==> src/source/aes_types_pkg.sv <==
package aes_types_pkg;

        // Round count for a 128-bit key
        localparam int rounds_default = 10;

        typedef logic [7:0] byte_t;

        // One state column, first byte in the top bits
        typedef logic [31:0] word_t;

        // Byte 0 in bits 127:120, then column by column
        typedef logic [127:0] block_t;

        // Wide enough for 0 to 15
        typedef logic [3:0] round_idx_t;

        typedef struct packed {
                block_t cipher_text;
                block_t cipher_key;
        } inv_job_t;

endpackage

==> src/source/inv_cipher_ctrl.sv <==
module inv_cipher_ctrl #(
        parameter int ROUNDS = aes_types_pkg::rounds_default
) (
        input logic clk,
        input logic rst,
        input logic start,
        input aes_types_pkg::inv_job_t job,
        output logic done,
        output aes_types_pkg::block_t plain_text,
        output logic key_req,
        output aes_types_pkg::block_t cipher_key,
        input logic key_ack,
        output aes_types_pkg::round_idx_t key_sel,
        input aes_types_pkg::block_t round_key,
        output aes_types_pkg::block_t round_state,
        output logic mix_enable,
        input aes_types_pkg::block_t next_state
);

        typedef enum logic [2:0] {
                idle,
                expand,
                init_add,
                run_rounds,
                finish,
                key_release
        } ctrl_state_t;

        ctrl_state_t fsm_q;
        ctrl_state_t fsm_d;
        aes_types_pkg::round_idx_t round_cnt;
        aes_types_pkg::block_t state_q;

        always_comb begin
                fsm_d = fsm_q;
                case (fsm_q)
                        idle: if (start) fsm_d = expand;
                        expand: if (key_ack) fsm_d = init_add;
                        init_add: fsm_d = run_rounds;
                        run_rounds: if (round_cnt == '0) fsm_d = finish;
                        finish: fsm_d = key_ack ? key_release : idle;
                        key_release: if (!key_ack) fsm_d = idle; // Wait for the link to settle
                        default: fsm_d = idle;
                endcase
        end

        always_ff @(posedge clk) begin
                if (rst) begin
                        fsm_q <= idle;
                        key_req <= 1'b0;
                        round_cnt <= '0;
                end else begin
                        fsm_q <= fsm_d;
                        if (fsm_q == idle && start)
                                key_req <= 1'b1;
                        else if (fsm_q == expand && key_ack)
                                key_req <= 1'b0;
                        if (fsm_q == init_add)
                                round_cnt <= aes_types_pkg::round_idx_t'(ROUNDS - 1);
                        else if (fsm_q == run_rounds)
                                round_cnt <= round_cnt - 1'b1;
                end
        end

        always_ff @(posedge clk) begin
                case (fsm_q)
                        idle: begin
                                if (start) begin
                                        state_q <= job.cipher_text;
                                        cipher_key <= job.cipher_key; // Stable for the whole request
                                end
                        end
                        init_add: state_q <= state_q ^ round_key;
                        run_rounds: state_q <= next_state;
                        default: state_q <= state_q;
                endcase
        end

        assign key_sel = (fsm_q == init_add) ? aes_types_pkg::round_idx_t'(ROUNDS) : round_cnt;
        assign mix_enable = (round_cnt != '0);
        assign round_state = state_q;
        assign plain_text = state_q; // Kept until the next job is taken
        assign done = (fsm_q == finish);

endmodule

==> config.mk <==
export PLATFORM = sky130hd
export DESIGN_NAME = inv_cipher_ctrl
export DESIGN_NICKNAME = d
export VERILOG_FILES = /design/src/source/aes_types_pkg.sv /design/src/source/inv_cipher_ctrl.sv
export SDC_FILE = /design/constraint.sdc
export NUM_CORES = 1
export LEC_CHECK = 0
export ABC_AREA = 0
export BUFFER_PORTS_ARGS = -buffer_cell sky130_fd_sc_hd__buf_4
export CAP_MARGIN = 5
export CORE_AREA = 8 8 346 348
export DETAILED_ROUTE_END_ITERATION = 8
export DIE_AREA = 0 0 354 356
export GPL_ROUTABILITY_DRIVEN = 0
export SLEW_MARGIN = 20
export SYNTH_ARGS = -nofsm -noshare
export SYNTH_HDL_FRONTEND = slang
export SYNTH_SLANG_ARGS = --single-unit
==> constraint.sdc <==
create_clock -name clk -period 9.8 [get_ports clk]
set_input_delay 0.98 -clock clk [delete_from_list [all_inputs] [get_ports clk]]
set_output_delay 0.98 -clock clk [all_outputs]
set_load 0.1 [all_outputs]
==> Implementation_results.wiki <==
{| class="wikitable"
! Metric !! Value
|-
| Run status || completed
|-
| Max_slew headroom || 34.73%
|-
| Min-Delay Path Class || reg2reg
|-
| Share of cells above drive strength 1 || 54.16%
|-
| Top-level I/O count || 907
|-
| TNS Setup || 0 ps
|-
| Max Root-Sink Buffers || 3
|-
| Worst VDD drop || 0.1411 mV
|-
| Worst-Margin Slew || 979.0 ps
|-
| Total iterations of the first detailed-routing run || 4
|-
| Setup repair after global routing missed its margin || no
|-
| Buffers inserted by post-CTS timing repair || 0
|-
| Final Cycle Share || 35.19%
|-
| Number of filler instances in the final layout || 12560
|-
| Startpoint class of the critical path || flip-flop
|-
| Peak fanout along the critical path || 53
|-
| Async SR Flop Fraction || 0%
|-
| Number of synthesized register bits || ~260
|-
| Most frequently used cell type in the post-synthesis netlist || sky130_fd_sc_hd__edfxtp_1
|-
| Antenna violations before repair || 45
|-
| Clock latency of the later-clocked register in the worst-skew pair || 590 ps
|-
| Final total power || 5.037 mW
|-
| Synth area leaders || sky130_fd_sc_hd__edfxtp_1, sky130_fd_sc_hd__mux2i_1, sky130_fd_sc_hd__xor2_1
|-
| Die extent in y || 356 µm
|-
| Total Routing Usage GR || between 10% and 20%
|-
| Synth top area share || around 59%
|-
| Row cnt || 124
|-
| Total nets after synthesis || 1515
|-
| DRC errors left || 0
|-
| EDFF count, synth || 256
|-
| Worst Path Required || 8820 ps
|-
| Most used flip-flop cell after synthesis || sky130_fd_sc_hd__edfxtp_1
|-
| NumNets Final || 2292
|-
| Worst Skew || 25.25 ps
|-
| Initial core utilization || 11.35%
|-
| Setup Viol. Count Final || 0
|-
| Sinks on the clock net || roughly 260
|-
| Max cap viols || 0
|-
| Number of buffer and inverter stages on the critical path || 1
|-
| Via count of the first global-routing pass || between 10000 and 15000
|-
| Ranking of synthesized cells by instance count || sky130_fd_sc_hd__edfxtp_1, sky130_fd_sc_hd__buf_4, sky130_fd_sc_hd__nand2_1, sky130_fd_sc_hd__mux2i_1, sky130_fd_sc_hd__xor2_1
|-
| Maximum clock frequency || approximately 290 MHz
|-
| Global-route wire length before repair || 106.1 mm
|-
| Width of the die || 354 µm
|-
| Path type of the worst setup path || reg2out
|-
| Clock slew at reported path FFs || 60 ps
|-
| Worst path setup slack after routing || 6352 ps
|-
| Yosys warnings || 0
|-
| Register Area || 7851 µm²
|-
| Clock tree from TritonCTS || yes
|-
| Critical path data arrival time || 2470 ps
|-
| Standard cell core area || 113900 µm²
|-
| Cell taking the most area after synthesis || sky130_fd_sc_hd__edfxtp_1
|-
| Routed Wire Length || roughly 84 mm
|-
| Number of buffers created by CTS || 35
|-
| Hold Vio Cnt, Final || 0
|-
| Number of port buffers || approximately 910
|-
| Die outline area || approximately 130000 µm²
|-
| Total area of multi-input combinational cells || 3807 µm²
|-
| Final Max Slew Viols || 0
|-
| Largest net degree at the start of global routing || 107
|-
| Root cell of the clock tree || sky130_fd_sc_hd__clkbuf_16
|-
| Total of cells resized after clock tree synthesis || 0
|-
| Layout overhead on the synthesized area || 67.72%
|-
| Crit. End Element || output pin
|-
| Drt initial violations || about 800
|-
| Ordered list of cells on the worst path || nand2b_4, o21bai_1, buf_4
|-
| Fin crit period || 3448 ps
|-
| Final routed wire length divided by cell count || between 20 and 30 µm
|-
| Count of mapped cells out of synthesis || approximately 1000
|-
| Distinct cell type count after synthesis || 33
|-
| Seq/Total Area, Yosys || 60.70%
|-
| Count of hold-fix buffers inserted at cts || 0
|-
| Cell leakage power || 9.287 nW
|-
| Number of nets with antenna violations after routing || 0
|-
| Vias per cell || 3.313
|-
| Placed wire-length estimate after detailed placement || 72.48 mm
|-
| Max stage delay cell, worst path || sky130_fd_sc_hd__o21bai_1
|-
| Max incr delay on CP || 520 ps
|-
| Synthesized cell area || roughly 13000 µm²
|-
| CP top delay family || compound AO/OA/AOI/OAI gates
|-
| Post-placement worst setup slack || ~6500 ps
|-
| Via total after detailed routing || 11020
|-
| Syn Area/Cell || 12.95 µm²
|-
| Number of H-tree branching levels || 2
|-
| Remaining global-route overflow || 0
|-
| Power density cells || 232.3 nW/µm²
|}
-- cell usage in the layout, fill, tap and decap left out, drive strengths merged, types with 2 or more instances in the layout --
master	instances
a21oi	5
and2	2
buf	915
bufinv	5
clkbuf	42
clkinv	11
clkinvlp	2
dfxtp	8
diode	13
edfxtp	256
inv	8
mux2i	128
nand2	131
nor2	7
nor2b	7
nor3	3
o21ai	130
o31ai	2
xor2	128
-- worst register-to-register path, cell delays in order, from the launching register on --
cell,delay (ps)
sky130_fd_sc_hd__dfxtp_4,530
sky130_fd_sc_hd__nor2b_1,300
sky130_fd_sc_hd__and2_4,730
sky130_fd_sc_hd__buf_4,860
-- power by group --
group	internal [mW]	leakage, nW	switching (mW)
clock network	0.817	0.587	0.571
registers	1.40	2.53	0.141
logic	0.456	6.17	1.65
-- through the flow --
stage | std cells | area, µm² | hold slack, ps | utilization, %
after floorplan | 998 | 12930 | 458.0 | -
after global placement | 3249 | 20430 | 471.1 | 17.94
after detailed placement | 3249 | 20430 | 484.4 | 17.94
after CTS | 3313 | 21630 | 493.3 | 19.00
after global routing | 3316 | 21660 | 507.7 | 19.02
final | 3327 | 21680 | 495.6 | 19.04
-- routing by layer --
| metal | wire length, µm | track usage [%] | share of wire [%] |
|---|---|---|---|
| met4 | 1577 | 2.624 | 1.9 |
| met3 | 10090 | 6.452 | 12 |
| met1 | 33320 | 14.74 | 40 |
| met5 | 161 | 0 | 0.19 |
| met2 | 38680 | 19.69 | 46 |
-- cell type report --
cell class	count	share of cell area (%)
Antenna cell	13	0.1500
Clock inverter	22	1.298
Sequential cell	264	36.21
Multi-Input combinational cell	555	17.56
Inverter	4	0.06924
Clock buffer	42	4.258
Tap cell	1512	8.724
Timing Repair Buffer	915	31.74
-- sequential cells by signal, indices dropped and copies added, names as in the netlist --
signal / flops
plain_text: 128
round_cnt: 4
key_req: 1
cipher_key: 128
fsm_q: 3
-- cells by family (layout without fill, tap and decap cells) --
kind of cell               after synthesis  in the layout  share of synthesized area (%)
DFF                                    264            264                          60.70
buffers and inverters                  179            983                          9.987
and+or+nand+nor                        155            155                          4.897
AOI/OAI and AO/OA                      143            143                          5.739
xor gates and xnor gates               128            128                          8.671
muxes                                  128            128                          9.910
adders and majority gates                1              1                        0.09676
other                                    0             13                              0
-- worst paths after layout --
kind	start	endpoint	slack [ps]	cells past startpoint
hold / removal	round_cnt[1]	round_cnt[1]	500	2
hold reg to reg	round_cnt[1]	round_cnt[1]	500	2
setup reg to reg	fsm_q[0]	cipher_key[1]	6930	3
setup / recovery	fsm_q[1]	key_sel[3]	6350	3
Note: power is estimated with default switching activity, not from simulation.
