<file path="config.mk">
export PLATFORM = sky130hd
export DESIGN_NAME = key_expander
export DESIGN_NICKNAME = d
export VERILOG_FILES = /design/src/source/aes_types_pkg.sv /design/src/source/aes_field_pkg.sv /design/src/source/byte_substitute.sv /design/src/source/key_expander.sv
export SDC_FILE = /design/constraint.sdc
export NUM_CORES = 2
export LEC_CHECK = 0
export BUFFER_PORTS_ARGS = -buffer_cell sky130_fd_sc_hd__buf_2
export CAP_MARGIN = 20
export CORE_UTILIZATION = 45
export CTS_CLUSTER_DIAMETER = 80
export DETAILED_ROUTE_END_ITERATION = 6
export PLACE_DENSITY = 0.67
export SYNTH_ARGS = -nofsm -noshare
export SYNTH_HDL_FRONTEND = slang
export SYNTH_HIERARCHICAL = 1
export SYNTH_SLANG_ARGS = --single-unit
</file>
<file path="constraint.sdc">
create_clock -name clk -period 22.1 [get_ports clk]
set_input_delay 2.21 -clock clk [delete_from_list [all_inputs] [get_ports clk]]
set_output_delay 2.21 -clock clk [all_outputs]
set_load 0.05 [all_outputs]
</file>
<file path="src/source/aes_types_pkg.sv">
package aes_types_pkg;

        // Round count for a 128-bit key
        localparam int rounds_default = 10;

        typedef logic [7:0] byte_t;

        // One state column, first byte in the top bits
        typedef logic [31:0] word_t;

        // Byte 0 in bits 127:120, then column by column
        typedef logic [127:0] block_t;

        // Wide enough for 0 to 15
        typedef logic [3:0] round_idx_t;

        typedef struct packed {
                block_t cipher_text;
                block_t cipher_key;
        } inv_job_t;

endpackage

</file>
<file path="src/source/aes_field_pkg.sv">
package aes_field_pkg;

        // Multiply by x modulo x^8 + x^4 + x^3 + x + 1
        function automatic aes_types_pkg::byte_t xtime(input aes_types_pkg::byte_t b);
                return {b[6:0], 1'b0} ^ (b[7] ? 8'h1b : 8'h00);
        endfunction

        // Shift and add over the bits of b
        function automatic aes_types_pkg::byte_t gf_mul(input aes_types_pkg::byte_t a,
                                                        input aes_types_pkg::byte_t b);
                aes_types_pkg::byte_t acc;
                aes_types_pkg::byte_t term;
                acc = '0;
                term = a;
                for (int i = 0; i < 8; i++) begin
                        if (b[i])
                                acc ^= term;
                        term = xtime(term);
                end
                return acc;
        endfunction

        // a^254, so zero maps to zero
        function automatic aes_types_pkg::byte_t gf_inverse(input aes_types_pkg::byte_t a);
                aes_types_pkg::byte_t result;
                aes_types_pkg::byte_t power;
                result = 8'h01;
                power = a;
                for (int k = 1; k < 8; k++) begin
                        power = gf_mul(power, power); // a^(2^k)
                        result = gf_mul(result, power);
                end
                return result;
        endfunction

        function automatic aes_types_pkg::byte_t rotl(input aes_types_pkg::byte_t b,
                                                      input int n);
                return (b << n) | (b >> (8 - n));
        endfunction

        function automatic aes_types_pkg::byte_t sbox_forward(input aes_types_pkg::byte_t b);
                aes_types_pkg::byte_t inv;
                inv = gf_inverse(b);
                return inv ^ rotl(inv, 1) ^ rotl(inv, 2) ^ rotl(inv, 3) ^ rotl(inv, 4) ^ 8'h63;
        endfunction

        function automatic aes_types_pkg::byte_t sbox_inverse(input aes_types_pkg::byte_t b);
                aes_types_pkg::byte_t pre;
                pre = rotl(b, 1) ^ rotl(b, 3) ^ rotl(b, 6) ^ 8'h05; // Undo the affine step
                return gf_inverse(pre);
        endfunction

endpackage

</file>
<file path="src/source/byte_substitute.sv">
module byte_substitute #(
        parameter type payload_t = aes_types_pkg::word_t,
        parameter bit INVERSE = 1'b0
) (
        input payload_t in_bytes,
        output payload_t out_bytes
);

        localparam int num_bytes = $bits(payload_t) / 8;

        always_comb begin
                for (int i = 0; i < num_bytes; i++) begin
                        if (INVERSE)
                                out_bytes[8*i +: 8] = aes_field_pkg::sbox_inverse(in_bytes[8*i +: 8]);
                        else
                                out_bytes[8*i +: 8] = aes_field_pkg::sbox_forward(in_bytes[8*i +: 8]);
                end
        end

endmodule

</file>
<file path="src/source/key_expander.sv">
module key_expander #(
        parameter int ROUNDS = aes_types_pkg::rounds_default
) (
        input logic clk,
        input logic rst,
        input logic key_req,
        input aes_types_pkg::block_t cipher_key,
        output logic key_ack,
        input aes_types_pkg::round_idx_t key_sel,
        output aes_types_pkg::block_t round_key
);

        aes_types_pkg::block_t round_keys [ROUNDS+1];
        aes_types_pkg::block_t last_key;
        aes_types_pkg::block_t next_key;
        aes_types_pkg::word_t rot_word;
        aes_types_pkg::word_t sub_word;
        aes_types_pkg::word_t mix_word;
        aes_types_pkg::word_t next_w0;
        aes_types_pkg::word_t next_w1;
        aes_types_pkg::word_t next_w2;
        aes_types_pkg::word_t next_w3;
        aes_types_pkg::byte_t rcon;
        aes_types_pkg::round_idx_t key_idx;
        logic expanding;
        logic load;

        assign load = key_req && !expanding && !key_ack; // New request only

        assign rot_word = {last_key[23:0], last_key[31:24]}; // RotWord of last column

        byte_substitute #(
                .payload_t(aes_types_pkg::word_t),
                .INVERSE(1'b0)
        ) i_sub_word (
                .in_bytes(rot_word),
                .out_bytes(sub_word)
        );

        assign mix_word = sub_word ^ {rcon, 24'h000000};

        assign next_w0 = last_key[127:96] ^ mix_word;
        assign next_w1 = last_key[95:64] ^ next_w0;
        assign next_w2 = last_key[63:32] ^ next_w1;
        assign next_w3 = last_key[31:0] ^ next_w2;
        assign next_key = {next_w0, next_w1, next_w2, next_w3};

        always_ff @(posedge clk) begin
                if (rst) begin
                        expanding <= 1'b0;
                        key_ack <= 1'b0;
                        key_idx <= '0;
                end else if (load) begin
                        expanding <= 1'b1;
                        key_idx <= aes_types_pkg::round_idx_t'(1);
                end else if (expanding) begin
                        key_idx <= key_idx + 1'b1;
                        if (key_idx == aes_types_pkg::round_idx_t'(ROUNDS)) begin
                                expanding <= 1'b0; // Last key written this cycle
                                key_ack <= 1'b1;
                        end
                end else if (key_ack && !key_req) begin
                        key_ack <= 1'b0;
                end
        end

        always_ff @(posedge clk) begin
                if (load) begin
                        round_keys[0] <= cipher_key;
                        last_key <= cipher_key;
                        rcon <= 8'h01;
                end else if (expanding) begin
                        round_keys[key_idx] <= next_key;
                        last_key <= next_key;
                        rcon <= aes_field_pkg::xtime(rcon);
                end
        end

        assign round_key = round_keys[key_sel];

endmodule

</file>
==> flow_metrics.tcl <==
set metrics [dict create \
    antenna_left 0 \
    grt_max_degree 115 \
    drive_gt1_frac 0.131 \
    drtPass1Iterations 7 \
    grt_usage 0.268 \
    drtIter0Drc 10500 \
    ioPinCount 264 \
    drv_cap 0 \
    run_status "complete, but fails checks" \
    synth.area.top_cells "edfxtp_1 (38%), xnor2_1 (11%), xnor3_1 (5.7%), mux2i_1 (5.0%), nor2_1 (4.0%)" \
    syn_to_final_growth_pct 8.62 \
    overflow 0 \
    end_kind "flop" \
    finalCritPeriodShare 0.943 \
    synthArstFlopShare 0 \
    cts_max_level 4 \
    cp.arrival_ps 21380 \
    portBuffers 263 \
    worst_path_max_delay_cell "edfxtp_1" \
    routed_wl_um 375000 \
    finClkSkew_ps 48.3 \
    postCtsHoldBufs 0 \
    synth_nets 11900 \
    cts-root-buf "clkbuf_16" \
    antenna_found_initial 54 \
    clk_latency_ps 830 \
    grt_pass1_vias 88300 \
    final_core_util 0.492 \
    period_minus_slack_ps 20850 \
    finalHoldViolations 0 \
    cts_resized 0 \
    viasPerCell 6.05 \
    yosys_register_bits 1550 \
    yosysTopAreaCell "edfxtp_1" \
    path_max_fanout 22 \
    hp-class "flop to flop" \
    synth_warnings 6 \
    start_util 0.453 \
    max_freq_mhz 48.0 \
    setup_viol 0 \
    cp-start-kind "flop" \
    synth_top_area_frac 0.383 \
    cp_slowest_stage_delay_ps 1010 \
    post_cts_buffers 0 \
    core_um2 266000 \
    dp_hpwl_um 249000 \
    synthCells 11800 \
    crit_buf_inv 4 \
    maxUsedRoutingLayer "met5" \
    tns_ps 0 \
    syn_avg_cell_area_um2 10.2 \
    numCtsBuffers 147 \
    cts_tree "built" \
    rsz0062_at_grt "no" \
    slew_viol_final 0 \
    drcViolationCount 4 \
    dieHeight_um 519 \
    nets 11900 \
    worstPathRequired_ps 22640 \
    crit_type "flop to flop" \
    cp_common_cell "xnor2_1" \
    die_x_um 519 \
    wl_met1_um 155000 \
    rows 189 \
    slew_headroom 0.166 \
    violations "DRC" \
    dr_total_vias 93300 \
    ys_types 127 \
    clkSlewWorstSetupHoldPaths_ps 70 \
    synthFlopType "edfxtp_1" \
    fill_cells 23800 \
    dieArea_um2 270000 \
    wl_per_cell_um 24.3 \
    synth_edf_count 1536 \
    gp_congestion 0.961 \
    worst_path_dominant_cell_family "XOR/XNOR gates" \
    dr_wl_met3_um 28800 \
    synthesis.area_um2 121000 \
    cts.path.max_buffers 3 \
    worst_pin_slew_ps 1250 \
    grt_pass1_wl_um 560000 \
    clock_sinks 1550 \
    yosysSeqAreaShare 0.385 \
    met2_wirelength_um 177000 \
]
metal layers:
| layer | GRT usage | up-vias |
|---|---|---|
| met5 | 0 | - |
| met4 | 0.0959 | 28 |
| met3 | 0.0362 | 631 |
| met2 | 0.443 | 4097 |
| li1 | - | 42600 |
| met1 | 0.360 | 46000 |
cells in the final DEF, fill, tap and decap left out, types with 46 or more instances in the layout:
| master | n |
|---|---|
| o22ai_1 | 253 |
| buf_4 | 331 |
| nand2_1 | 1123 |
| a211oi_1 | 85 |
| o21ai_1 | 169 |
| xnor3_1 | 303 |
| buf_2 | 260 |
| a221o_1 | 136 |
| and2_1 | 60 |
| nor2_1 | 1282 |
| nor3_1 | 240 |
| a31oi_1 | 88 |
| o211ai_1 | 78 |
| nand2b_1 | 52 |
| mux2_2 | 362 |
| xor2_2 | 46 |
| xnor2_2 | 131 |
| clkbuf_16 | 147 |
| a21oi_1 | 519 |
| nand4_1 | 64 |
| edfxtp_1 | 1536 |
| xor2_1 | 430 |
| inv_1 | 103 |
| nor2b_1 | 48 |
| o21ai_0 | 494 |
| mux2i_1 | 607 |
| nand3_1 | 251 |
| xnor2_1 | 1549 |
logic make-up (layout without fill, tap and decap cells):
logic type | count (synthesis) | count (layout) | share of synthesized area
simple gates | 3376 | 3376 | 0.122
xor+xnor | 2565 | 2565 | 0.244
compound gates | 2356 | 2356 | 0.127
flops | 1550 | 1550 | 0.385
mux | 978 | 978 | 0.0853
buf+inv | 912 | 1006 | 0.0331
fa+ha+maj | 37 | 37 | 0.00370
other cells | 0 | 30 | 0
cell usage after synthesis (26+ instances only):
| library cell | n |
|---|---|
| xnor2_1 | 1580 |
| edfxtp_1 | 1536 |
| nor2_1 | 1288 |
| nand2_1 | 1124 |
| mux2i_1 | 607 |
| a21oi_1 | 519 |
| o21ai_0 | 495 |
| clkbuf_1 | 441 |
| xor2_1 | 434 |
| mux2_2 | 362 |
| xnor3_1 | 303 |
| o22ai_1 | 253 |
| nand3_1 | 251 |
| nor3_1 | 242 |
| buf_2 | 211 |
| o21ai_1 | 169 |
| a221o_1 | 136 |
| inv_1 | 104 |
| xnor2_2 | 101 |
| a31oi_1 | 88 |
| a211oi_1 | 85 |
| o211ai_1 | 78 |
| nand4_1 | 64 |
| buf_1 | 61 |
| and2_1 | 60 |
| buf_4 | 55 |
| nand2b_1 | 54 |
| nor2b_1 | 50 |
| a22oi_1 | 44 |
| and3_1 | 44 |
| xor2_2 | 43 |
| o31ai_1 | 39 |
| xor3_1 | 37 |
| a21o_1 | 36 |
| nor4_1 | 36 |
| or3_1 | 32 |
| xnor3_2 | 32 |
| a211o_1 | 30 |
| ha_1 | 30 |
| or2_2 | 28 |
| o21a_1 | 27 |
| a221oi_1 | 26 |
final cells by class:
type                       count  area, um2  share of cell area
antenna                       30       75.1            0.000574
clock buffer                 180       3800              0.0291
clock inverter                89       1050             0.00805
inverter                     129        489             0.00374
multi-input combinational   9312      70500               0.539
sequential                  1550      46400               0.355
tap                         3533       4420              0.0338
timing repair buffer         608       4110              0.0314
sequential cells by signal, indices dropped and copies added (netlist names):
| signal | flops |
|---|---|
| round_keys | 1408 |
| expanding | 1 |
| key_idx | 4 |
| rcon | 8 |
| key_ack | 1 |
| last_key | 128 |
path summary, 6_finish.rpt:
path | end | startpoint | cells after the start | slack (ps)
max | round_keys[4][7] | last_key[31] | 62 | 1250
min reg2reg | rcon[5] | rcon[5] | 1 | 520
max reg2reg | round_keys[4][7] | last_key[31] | 62 | 1250
min | rcon[5] | rcon[5] | 1 | 520
per-stage QoR:
stage	worst slack (ps)	cells	area [um2]	hold slack (ps)
detailed placement	820	15100	126000	494
finish	1250	15400	131000	521
global placement	1040	15100	126000	486
global route	13.4	15400	131000	534
floorplan	5710	11800	121000	449
CTS	771	15400	131000	509
Power is not shown: default switching activity piles up to over one toggle a cycle in this logic, so the estimate is an artifact.
